## src/rtl/fu_config.svh

```systemverilog
////////////////////////////////////////
// Widths for the FU datapath and counters
// FU_DIV_CNT_WIDTH must hold FU_DATA_WIDTH
////////////////////////////////////////

`ifndef FU_CONFIG_SVH
`define FU_CONFIG_SVH

// Operand and result width
`define FU_DATA_WIDTH 32
// Accumulation counter and target width
`define FU_ACC_CNT_WIDTH 16
// Divider step counter width
`define FU_DIV_CNT_WIDTH 6

`endif

```

## src/rtl/fu_pkg.sv

```systemverilog
////////////////////////////////////////
// FU opcodes and operand/result bundles
////////////////////////////////////////

`include "fu_config.svh"

package fu_pkg;

  // FU opcode, 5 bits to match the PE instruction field
  typedef enum logic [4:0] {
    NOP,
    ADD,
    SUB,
    MUL,
    LSH,
    ARSH,
    LRSH,
    MIN,
    MAX,
    ABS,
    ACC,
    DIV,
    REM
  } fu_op_e;

  // Operand pair from the PE input muxes
  typedef struct packed {
    logic [`FU_DATA_WIDTH-1:0] a;
    logic [`FU_DATA_WIDTH-1:0] b;
  } fu_operands_t;

  // Main result plus second half of a division
  typedef struct packed {
    logic [`FU_DATA_WIDTH-1:0] res;
    logic [`FU_DATA_WIDTH-1:0] rem_q;
  } fu_result_t;

endpackage

```

## src/rtl/fu_alu.sv

```systemverilog
////////////////////////////////////////
// Single-cycle datapath, no DIV/REM here
// Shift amount uses low log2(width) bits of b
////////////////////////////////////////

`timescale 1ns/1ps

`include "fu_config.svh"

module fu_alu
  import fu_pkg::*;
(
  input  fu_op_e                    instr_i,
  input  fu_operands_t              ops_i,
  output logic [`FU_DATA_WIDTH-1:0] res_o
);

  localparam int W = `FU_DATA_WIDTH;
  localparam int SHW = $clog2(W);

  // Shared adder, bit 0 carries the +1 for subtraction
  logic [W:0]     add_op1;
  logic [W:0]     add_op2;
  logic [W:0]     add_res;
  logic [W-1:0]   sum;
  logic [W-1:0]   mul_res;
  logic [W-1:0]   a_rev;
  logic [2*W-1:0] shift_op;
  logic [2*W-1:0] shift_ext;
  logic [W-1:0]   shift_res;
  logic [W-1:0]   lsh_res;
  logic [SHW-1:0] shamt;
  logic           a_lt_b;

  ////////////////////////////////////////
  // Adder operand select
  ////////////////////////////////////////
  always_comb begin
    add_op1 = {ops_i.a, 1'b0};
    add_op2 = {ops_i.b, 1'b0};
    case (instr_i)
      // a - b as a + ~b + 1
      SUB, MIN, MAX: begin
        add_op1 = {ops_i.a, 1'b1};
        add_op2 = {~ops_i.b, 1'b1};
      end
      // -a as ~a + 1
      ABS: begin
        add_op1 = {~ops_i.a, 1'b1};
        add_op2 = {{W{1'b0}}, 1'b1};
      end
      default: ;
    endcase
  end

  assign add_res = add_op1 + add_op2;
  // Drop the carry-in slot
  assign sum = add_res[W:1];

  // Low half of the product only
  assign mul_res = ops_i.a * ops_i.b;

  ////////////////////////////////////////
  // Shifter
  ////////////////////////////////////////
  assign shamt = ops_i.b[SHW-1:0];

  // Left shift = reversed right shift
  always_comb begin
    for (int i = 0; i < W; i++) begin
      a_rev[i] = ops_i.a[W-1-i];
    end
  end

  always_comb begin
    case (instr_i)
      LRSH:    shift_op = {{W{1'b0}}, ops_i.a};
      LSH:     shift_op = {{W{1'b0}}, a_rev};
      default: shift_op = {{W{ops_i.a[W-1]}}, ops_i.a};
    endcase
  end

  assign shift_ext = $signed(shift_op) >>> shamt;
  assign shift_res = shift_ext[W-1:0];

  // Undo the reversal
  always_comb begin
    for (int i = 0; i < W; i++) begin
      lsh_res[i] = shift_res[W-1-i];
    end
  end

  // Signed a < b; differing signs decide alone, else sign of a - b
  assign a_lt_b = (ops_i.a[W-1] != ops_i.b[W-1]) ? ops_i.a[W-1] : sum[W-1];

  ////////////////////////////////////////
  // Result select
  ////////////////////////////////////////
  always_comb begin
    case (instr_i)
      ADD, SUB, ACC: res_o = sum;
      MUL:           res_o = mul_res;
      LSH:           res_o = lsh_res;
      ARSH, LRSH:    res_o = shift_res;
      MIN:           res_o = a_lt_b ? ops_i.a : ops_i.b;
      MAX:           res_o = a_lt_b ? ops_i.b : ops_i.a;
      ABS:           res_o = ops_i.a[W-1] ? sum : ops_i.a;
      default:       res_o = '0;
    endcase
  end

endmodule

```

## src/rtl/fu_acc_ctrl.sv

```systemverilog
////////////////////////////////////////
// Target must stay stable while ACC/MAX runs
////////////////////////////////////////

`timescale 1ns/1ps

`include "fu_config.svh"

module fu_acc_ctrl
  import fu_pkg::*;
(
  input  logic                         clk_i,
  input  logic                         rst_n_i,
  input  logic                         acc_op_i,
  input  logic                         ops_valid_i,
  input  logic                         pea_ready_i,
  input  logic [`FU_ACC_CNT_WIDTH-1:0] acc_target_i,
  output logic                         acc_valid_o,
  output logic                         acc_loopback_o
);

  logic [`FU_ACC_CNT_WIDTH-1:0] acc_cnt;
  logic                         accept;
  logic                         at_target;

  // Operand taken only when array can move
  assign accept    = ops_valid_i && pea_ready_i;
  assign at_target = (acc_cnt == acc_target_i);

  // Count accepted operands, clear on last or on any other opcode
  always_ff @(posedge clk_i or negedge rst_n_i) begin
    if (!rst_n_i) begin
      acc_cnt        <= '0;
      acc_loopback_o <= 1'b0;
    end else if (!acc_op_i) begin
      acc_cnt        <= '0;
      acc_loopback_o <= 1'b0;
    end else if (accept && at_target) begin
      acc_cnt        <= '0;
      acc_loopback_o <= 1'b0;
    end else if (accept) begin
      acc_cnt        <= acc_cnt + 1'b1;
      acc_loopback_o <= 1'b1;
    end
  end

  // Final operand present
  assign acc_valid_o = at_target && ops_valid_i;

  a_cnt_bounded : assert property (@(posedge clk_i) disable iff (!rst_n_i)
    acc_op_i |-> (acc_cnt <= acc_target_i));

endmodule

```

## src/rtl/fu_serial_divider.sv

```systemverilog
////////////////////////////////////////
// Radix-2 restoring with done FU_DATA_WIDTH+1 cycles after start
// start_i only while ready_o and result held until next start
////////////////////////////////////////

`timescale 1ns/1ps

`include "fu_config.svh"

module fu_serial_divider
  import fu_pkg::*;
(
  input  logic         clk_i,
  input  logic         rst_n_i,
  input  logic         start_i,
  input  fu_operands_t ops_i,
  output logic         ready_o,
  output logic         done_o,
  output fu_result_t   result_o
);

  localparam int W = `FU_DATA_WIDTH;
  localparam int CW = `FU_DIV_CNT_WIDTH;
  localparam logic [CW-1:0] LAST_STEP = CW'(W);

  // Control
  logic          busy_q;
  logic          done_q;
  logic [CW-1:0] step_q;

  // Datapath holds magnitudes until the final fix
  logic [W-1:0]  part_rem_q;
  logic [W-1:0]  quot_q;
  logic [W-1:0]  divisor_q;
  logic          neg_quot_q;
  logic          neg_rem_q;
  logic          div_zero_q;
  fu_result_t    result_q;

  logic [W-1:0]  a_abs;
  logic [W-1:0]  b_abs;
  logic [W:0]    shifted;
  logic [W:0]    trial;

  assign a_abs = ops_i.a[W-1] ? (~ops_i.a + 1'b1) : ops_i.a;
  assign b_abs = ops_i.b[W-1] ? (~ops_i.b + 1'b1) : ops_i.b;

  // Bring down next dividend bit and try subtract
  assign shifted = {part_rem_q, quot_q[W-1]};
  assign trial   = shifted - {1'b0, divisor_q};

  ////////////////////////////////////////
  // Step sequencing
  ////////////////////////////////////////
  always_ff @(posedge clk_i or negedge rst_n_i) begin
    if (!rst_n_i) begin
      busy_q <= 1'b0;
      done_q <= 1'b0;
      step_q <= '0;
    end else begin
      done_q <= 1'b0;
      if (start_i) begin
        busy_q <= 1'b1;
        step_q <= '0;
      end else if (busy_q) begin
        // Extra cycle after last step for sign fix
        if (step_q == LAST_STEP) begin
          busy_q <= 1'b0;
          done_q <= 1'b1;
        end else begin
          step_q <= step_q + 1'b1;
        end
      end
    end
  end

  ////////////////////////////////////////
  // Restoring datapath
  ////////////////////////////////////////
  always_ff @(posedge clk_i) begin
    if (start_i) begin
      part_rem_q <= '0;
      quot_q     <= a_abs;
      divisor_q  <= b_abs;
      neg_quot_q <= ops_i.a[W-1] ^ ops_i.b[W-1];
      neg_rem_q  <= ops_i.a[W-1];
      div_zero_q <= (ops_i.b == '0);
    end else if (busy_q && step_q != LAST_STEP) begin
      // Negative trial means restore
      if (trial[W]) begin
        part_rem_q <= shifted[W-1:0];
        quot_q     <= {quot_q[W-2:0], 1'b0};
      end else begin
        part_rem_q <= trial[W-1:0];
        quot_q     <= {quot_q[W-2:0], 1'b1};
      end
    end else if (busy_q) begin
      // Truncate toward zero with remainder sign from dividend
      result_q.res   <= div_zero_q ? '1 : (neg_quot_q ? (~quot_q + 1'b1) : quot_q);
      result_q.rem_q <= neg_rem_q ? (~part_rem_q + 1'b1) : part_rem_q;
    end
  end

  assign ready_o  = !busy_q;
  assign done_o   = done_q;
  assign result_o = result_q;

  // Launch logic in the top must honour ready_o
  a_no_start_busy : assert property (@(posedge clk_i) disable iff (!rst_n_i)
    start_i |-> !busy_q);

  // Fixed latency and a one-cycle done pulse
  a_done_pulse : assert property (@(posedge clk_i) disable iff (!rst_n_i)
    start_i |-> ##(W+2) done_q ##1 !done_q);

endmodule

```

## src/rtl/fu_top.sv

```systemverilog
////////////////////////////////////////
// Strobe/level interface, no handshake
// DIV/REM launch only while divider ready_o
////////////////////////////////////////

`timescale 1ns/1ps

`include "fu_config.svh"

module fu_top
  import fu_pkg::*;
(
  input  logic                         clk_i,
  input  logic                         rst_n_i,
  input  fu_op_e                       instr_i,
  input  fu_operands_t                 ops_i,
  input  logic                         ops_valid_i,
  input  logic                         pea_ready_i,
  input  logic [`FU_ACC_CNT_WIDTH-1:0] acc_target_i,
  output logic                         valid_o,
  output logic                         ready_o,
  output logic                         acc_loopback_o,
  output fu_result_t                   result_o
);

  // Instruction class
  logic                      acc_op;
  logic                      div_op;
  // Sub-unit returns
  logic [`FU_DATA_WIDTH-1:0] alu_res;
  logic                      acc_valid;
  logic                      div_start;
  logic                      div_ready;
  logic                      div_done;
  fu_result_t                div_result;

  // Everything else is single cycle
  assign acc_op = (instr_i == ACC) || (instr_i == MAX);
  assign div_op = (instr_i == DIV) || (instr_i == REM);

  assign div_start = ops_valid_i && div_op && div_ready;

  fu_alu u_alu (
    .instr_i (instr_i),
    .ops_i   (ops_i),
    .res_o   (alu_res)
  );

  fu_acc_ctrl u_acc_ctrl (
    .clk_i          (clk_i),
    .rst_n_i        (rst_n_i),
    .acc_op_i       (acc_op),
    .ops_valid_i    (ops_valid_i),
    .pea_ready_i    (pea_ready_i),
    .acc_target_i   (acc_target_i),
    .acc_valid_o    (acc_valid),
    .acc_loopback_o (acc_loopback_o)
  );

  fu_serial_divider u_divider (
    .clk_i    (clk_i),
    .rst_n_i  (rst_n_i),
    .start_i  (div_start),
    .ops_i    (ops_i),
    .ready_o  (div_ready),
    .done_o   (div_done),
    .result_o (div_result)
  );

  ////////////////////////////////////////
  // Valid, ready and result select
  ////////////////////////////////////////
  always_comb begin
    valid_o        = ops_valid_i;
    ready_o        = 1'b1;
    result_o.res   = alu_res;
    result_o.rem_q = '0;
    if (div_op) begin
      valid_o = div_done;
      ready_o = div_ready;
      // REM returns remainder first, quotient second
      if (instr_i == REM) begin
        result_o.res   = div_result.rem_q;
        result_o.rem_q = div_result.res;
      end else begin
        result_o = div_result;
      end
    end else if (acc_op) begin
      valid_o = acc_valid;
    end
  end

endmodule

```

## config.mk

```make
export PLATFORM = sky130hd
export DESIGN_NAME = fu_top
export DESIGN_NICKNAME = d
export VERILOG_FILES = /design/src/rtl/fu_pkg.sv /design/src/rtl/fu_alu.sv /design/src/rtl/fu_acc_ctrl.sv /design/src/rtl/fu_serial_divider.sv /design/src/rtl/fu_top.sv
export VERILOG_INCLUDE_DIRS = /design/src /design/src/rtl
export SDC_FILE = /design/constraint.sdc
export NUM_CORES = 2
export LEC_CHECK = 0
export ABC_CLOCK_PERIOD_IN_PS = 18500
export BUFFER_PORTS_ARGS = -buffer_cell sky130_fd_sc_hd__buf_2
export CAP_MARGIN = 30
export CELL_PAD_IN_SITES_DETAIL_PLACEMENT = 1
export CELL_PAD_IN_SITES_GLOBAL_PLACEMENT = 2
export CORE_MARGIN = 1
export CORE_UTILIZATION = 30
export DETAILED_ROUTE_END_ITERATION = 10
export MAX_ROUTING_LAYER = met4
export PLACE_DENSITY = 0.69
export SYNTH_ARGS = -nofsm -noshare
export SYNTH_HDL_FRONTEND = slang
export SYNTH_SLANG_ARGS = --single-unit
```

## constraint.sdc

```tcl
create_clock -name clk_i -period 18.5 [get_ports clk_i]
set_input_delay 5.55 -clock clk_i [delete_from_list [all_inputs] [get_ports clk_i]]
set_output_delay 5.55 -clock clk_i [all_outputs]
set_load 0.03 [all_outputs]
```

==> metrics.cfg <==
[run_status]
status = completed

[placement]
place_ws_ns = 0.04306
gpl.final_weighted_congestion = 0.9750
dp_hpwl_um = 115600
numPlacedInstances = 5516
portBuffers = 155

[yosys]
area_fraction_in_compound_gates_after_synthesis_pct = 13.86
synth.lib_cells_used.distinct = 82
synth_top_area_share_pct = 24.12
synth.ff_latch_count = 188
syn_area_sq_um = 34020
synth_cells = 3961
synth-adder-area-share_pct = 31.30
postSynthAreaPerCell_sq_um = 8.589
fraction_of_registers_with_async_set_reset_pct = 13.30
synth.yosys.seq_area_share_pct = 15.28
ys_warn_count = 0
synth_flop_cell = sky130_fd_sc_hd__edfxtp_1
leading_area_contributor_after_synthesis = sky130_fd_sc_hd__fa_1
synth_simple_gate_area_share_pct = 18.27
number_of_enable_type_register_cells_in_the_synthesized_netlist = 131
yosys.area_share.xor_xnor_pct = 7.852
nets_in_the_synthesized_netlist = 4655
muxShareOfSynthArea_pct = 5.193
largest_cells_by_area_after_synthesis = sky130_fd_sc_hd__fa_1 (24%), sky130_fd_sc_hd__edfxtp_1 (12%), sky130_fd_sc_hd__ha_1 (7.2%)
largest_family_of_logic_cells_by_synthesized_area = adder cells

[route]
detailed_route_wl_um = 141700
route.layer.met1.wl_um = 63590
wire_per_inst_um = 25.51
num_vias = 29570
top_layer = met4
drtIter0Drc = 2260
wl_met2_um = 67320
antenna_left = 0
drc_violations = 0
route.detailed.vias_per_inst = 5.324
dr_wl_met3_um = 6339
detail_route.first_pass.iterations = 5

[floorplanning]
core_area_sq_um = 112500
fp.dieH_um = 338.8
chipWidth_um = 338.8
effective_utilization_at_floorplan_pct = 30.24
floorplan.rows = 123
io-pin-count = 156
fp.dieArea_sq_um = 114800

[clock_network]
cts_buffer_depth = 2
cts_hold_repair.buffers = 0
clock_tree_root = sky130_fd_sc_hd__clkbuf_16
clk_lat_worst_skew_ns = 0.47
htreeDepth = 4
path_clk_slew_ns = 0.08
cts_tree = yes
cts.sink_count = 188
numCtsBuffers = 17

[sta]
holdWs_ns = 0.4844
setup-violations-final = 0
timing_max_transition_violations_final = 0
grt_setup_unrepaired = true
totalNegativeSetupSlack_ns = 0
finalWorstSetupSlack_ns = 0.1582
timing.final.hold_violations = 0
final_min_period_over_clock_period_pct = 99.14
worst_clock_skew_ns = 0.01926
worst_slew_pin_slew_ns = 1.022
maxClockFrequency_ghz = 0.05452
period_minus_slack_ns = 18.34
maxSlewHeadroom_pct = 31.86

[cells_and_area]
share_of_final_layout_standard_cells_stronger_than_drive_strength_1_pct = 11.71
finalNetCount = 4729
stdcell_count = 5554
syn_to_final_growth_pct = 11.01

[setup_path]
timing.critical_path.from_type = primary input
worst_r2r_path_depth = 14
max_stage_delay_ns = 0.55
worstPathMaxFanout = 9
critical_path.slowest_cell = sky130_fd_sc_hd__fa_1
endpoint_required_time_on_the_critical_path_ns = 12.95
critPathCaptureType = primary output
cp_delay_by_family_top = adder cells
crit_top_cell = sky130_fd_sc_hd__fa_1
critical_path_class = primary input to primary output
worstReg2RegEnd = u_divider.quot_q[0]
worstReg2RegStart = u_divider.quot_q[31]
worstPathBufferInverterCount = 6
timing.reg2reg.setup_slack_ns = 14.08
worst-endpoint-arrival_ns = 12.79

[worst_hold_path]
worstHoldPathCells = 2
holdPathEnd = u_acc_ctrl.acc_loopback_o
min-delay-path-class = register to register
hp-start = u_acc_ctrl.acc_loopback_o

[global_routing]
grt_pass1_wl_um = 211800
grt_usage_pct = 25.40
grt_antenna_before_repair = 15
grt_start_max_net_pins = 70
overflow = 0
first_global_vias = 31250

[run]
cap_violations = 0

## what timing repair did
item                                    in CTS  in global routing
buffers inserted                             0                  0
endpoints found under the setup margin       0                  7
resized for setup                            0                 30
## state kept, by name (all words and copies together), names as in the netlist
name	flops
u_divider.divisor_q	32
u_divider.busy_q	1
u_divider.div_zero_q	1
u_divider.neg_quot_q	1
u_divider.quot_q	32
u_divider.result_o	64
u_divider.part_rem_q	32
u_divider.step_q	6
u_acc_ctrl.acc_loopback_o	1
u_divider.neg_rem_q	1
u_acc_ctrl.acc_cnt	16
u_divider.done_o	1
## area by class of cell
type	count	area, sq um
timing repair buffer	333	2222
tap	1500	1877
antenna	6	15.01
inverter	461	1730
multi-input combinational	3034	26160
clock inverter	14	135.1
fill	13290	74730
clock buffer	18	429.2
sequential	188	5200
## Yosys cell counts, drive strengths merged (18+ instances only)
cell and n:
ha 195, a221oi 34, buf 32, mux4 46, and3 21, and2 314
nand2 597, clkbuf 246, o41ai 20, o21ai 221, nand4 18, mux2i 64
nor2 123, dfxtp 32, edfxtp 131, xnor2 185, dfrtp 25, inv 459
o31ai 41, nor4 18, a21o 46, nand2b 29, nor3 28, or4 23
a21oi 171, nand3 49, a221o 31, xor2 120, o21a 21, fa 410
## worst register-to-register path, cell delays in order, from the launching register on
cell and delay (ns):
sky130_fd_sc_hd__edfxtp_1 0.36, sky130_fd_sc_hd__inv_1 0.16, sky130_fd_sc_hd__ha_1 0.23, sky130_fd_sc_hd__fa_1 0.24, sky130_fd_sc_hd__nor2b_1 0.08, sky130_fd_sc_hd__o31ai_1 0.45, sky130_fd_sc_hd__a21oi_1 0.27, sky130_fd_sc_hd__a21o_1 0.29
sky130_fd_sc_hd__a31o_2 0.30, sky130_fd_sc_hd__a41oi_1 0.43, sky130_fd_sc_hd__a31o_2 0.27, sky130_fd_sc_hd__xnor2_2 0.11, sky130_fd_sc_hd__buf_4 0.52, sky130_fd_sc_hd__nand2_1 0.42, sky130_fd_sc_hd__o21ai_0 0.16
## layer usage
layer	global-route usage, %	vias to the layer above
li1	-	13320
met1	33.08	15250
met2	41.49	797
met3	2.821	201
met4	7.391	0
met5	-	-
## kinds of logic (layout without fill, tap and decap cells)
kind of cell	after synthesis	count (layout)
AOI/OAI and AO/OA	726	726
xor gates and xnor gates	305	305
adders and majority gates	605	605
buffers and inverters	739	826
DFF	188	188
muxes	118	118
other	0	6
and+or+nand+nor	1280	1280
## cell usage in the layout (no fill, tap or decap), types with 20 or more instances in the layout
cell / Yosys / final
sky130_fd_sc_hd__a21o_1: 46 / 46
sky130_fd_sc_hd__a21oi_1: 171 / 166
sky130_fd_sc_hd__a221o_1: 31 / 31
sky130_fd_sc_hd__a221oi_1: 34 / 32
sky130_fd_sc_hd__and2_1: 314 / 313
sky130_fd_sc_hd__and3_1: 21 / 20
sky130_fd_sc_hd__buf_2: 10 / 150
sky130_fd_sc_hd__buf_4: 1 / 167
sky130_fd_sc_hd__dfrtp_1: 25 / 25
sky130_fd_sc_hd__dfxtp_1: 32 / 32
sky130_fd_sc_hd__edfxtp_1: 131 / 131
sky130_fd_sc_hd__fa_1: 410 / 410
sky130_fd_sc_hd__ha_1: 195 / 195
sky130_fd_sc_hd__inv_1: 457 / 456
sky130_fd_sc_hd__mux2i_1: 64 / 62
sky130_fd_sc_hd__mux4_2: 46 / 46
sky130_fd_sc_hd__nand2_1: 597 / 597
sky130_fd_sc_hd__nand2b_1: 27 / 27
sky130_fd_sc_hd__nand3_1: 49 / 46
sky130_fd_sc_hd__nor2_1: 123 / 121
sky130_fd_sc_hd__nor3_1: 28 / 28
sky130_fd_sc_hd__o21a_1: 21 / 21
sky130_fd_sc_hd__o21ai_0: 217 / 215
sky130_fd_sc_hd__o31ai_1: 40 / 40
sky130_fd_sc_hd__or4_1: 22 / 21
sky130_fd_sc_hd__xnor2_1: 185 / 183
sky130_fd_sc_hd__xor2_1: 120 / 120
## how the worst max path moves through the flow
| stage | startpoint | end | slack [ns] | cells after the start |
|---|---|---|---|---|
| floorplan | ops_i[3] | result_o[62] | 0.001 | 28 |
| finish | ops_i[8] | result_o[58] | 0.16 | 26 |
| global placement | ops_i[9] | result_o[62] | 0.08 | 28 |
| global route | ops_i[5] | result_o[62] | -0.04 | 27 |
| CTS | ops_i[5] | result_o[62] | 0.03 | 27 |
| detailed placement | ops_i[5] | result_o[62] | 0.04 | 27 |
## through the flow
step	util [%]	cell area (sq um)
6_report	33.57	37770
3_3_place_gp	32.95	37070
4_1_cts	33.45	37630
5_1_grt	33.57	37760
2_1_floorplan	-	34030
3_5_place_dp	32.95	37070
Power is not shown: default switching activity piles up to over one toggle a cycle in this logic, so the estimate is an artifact.
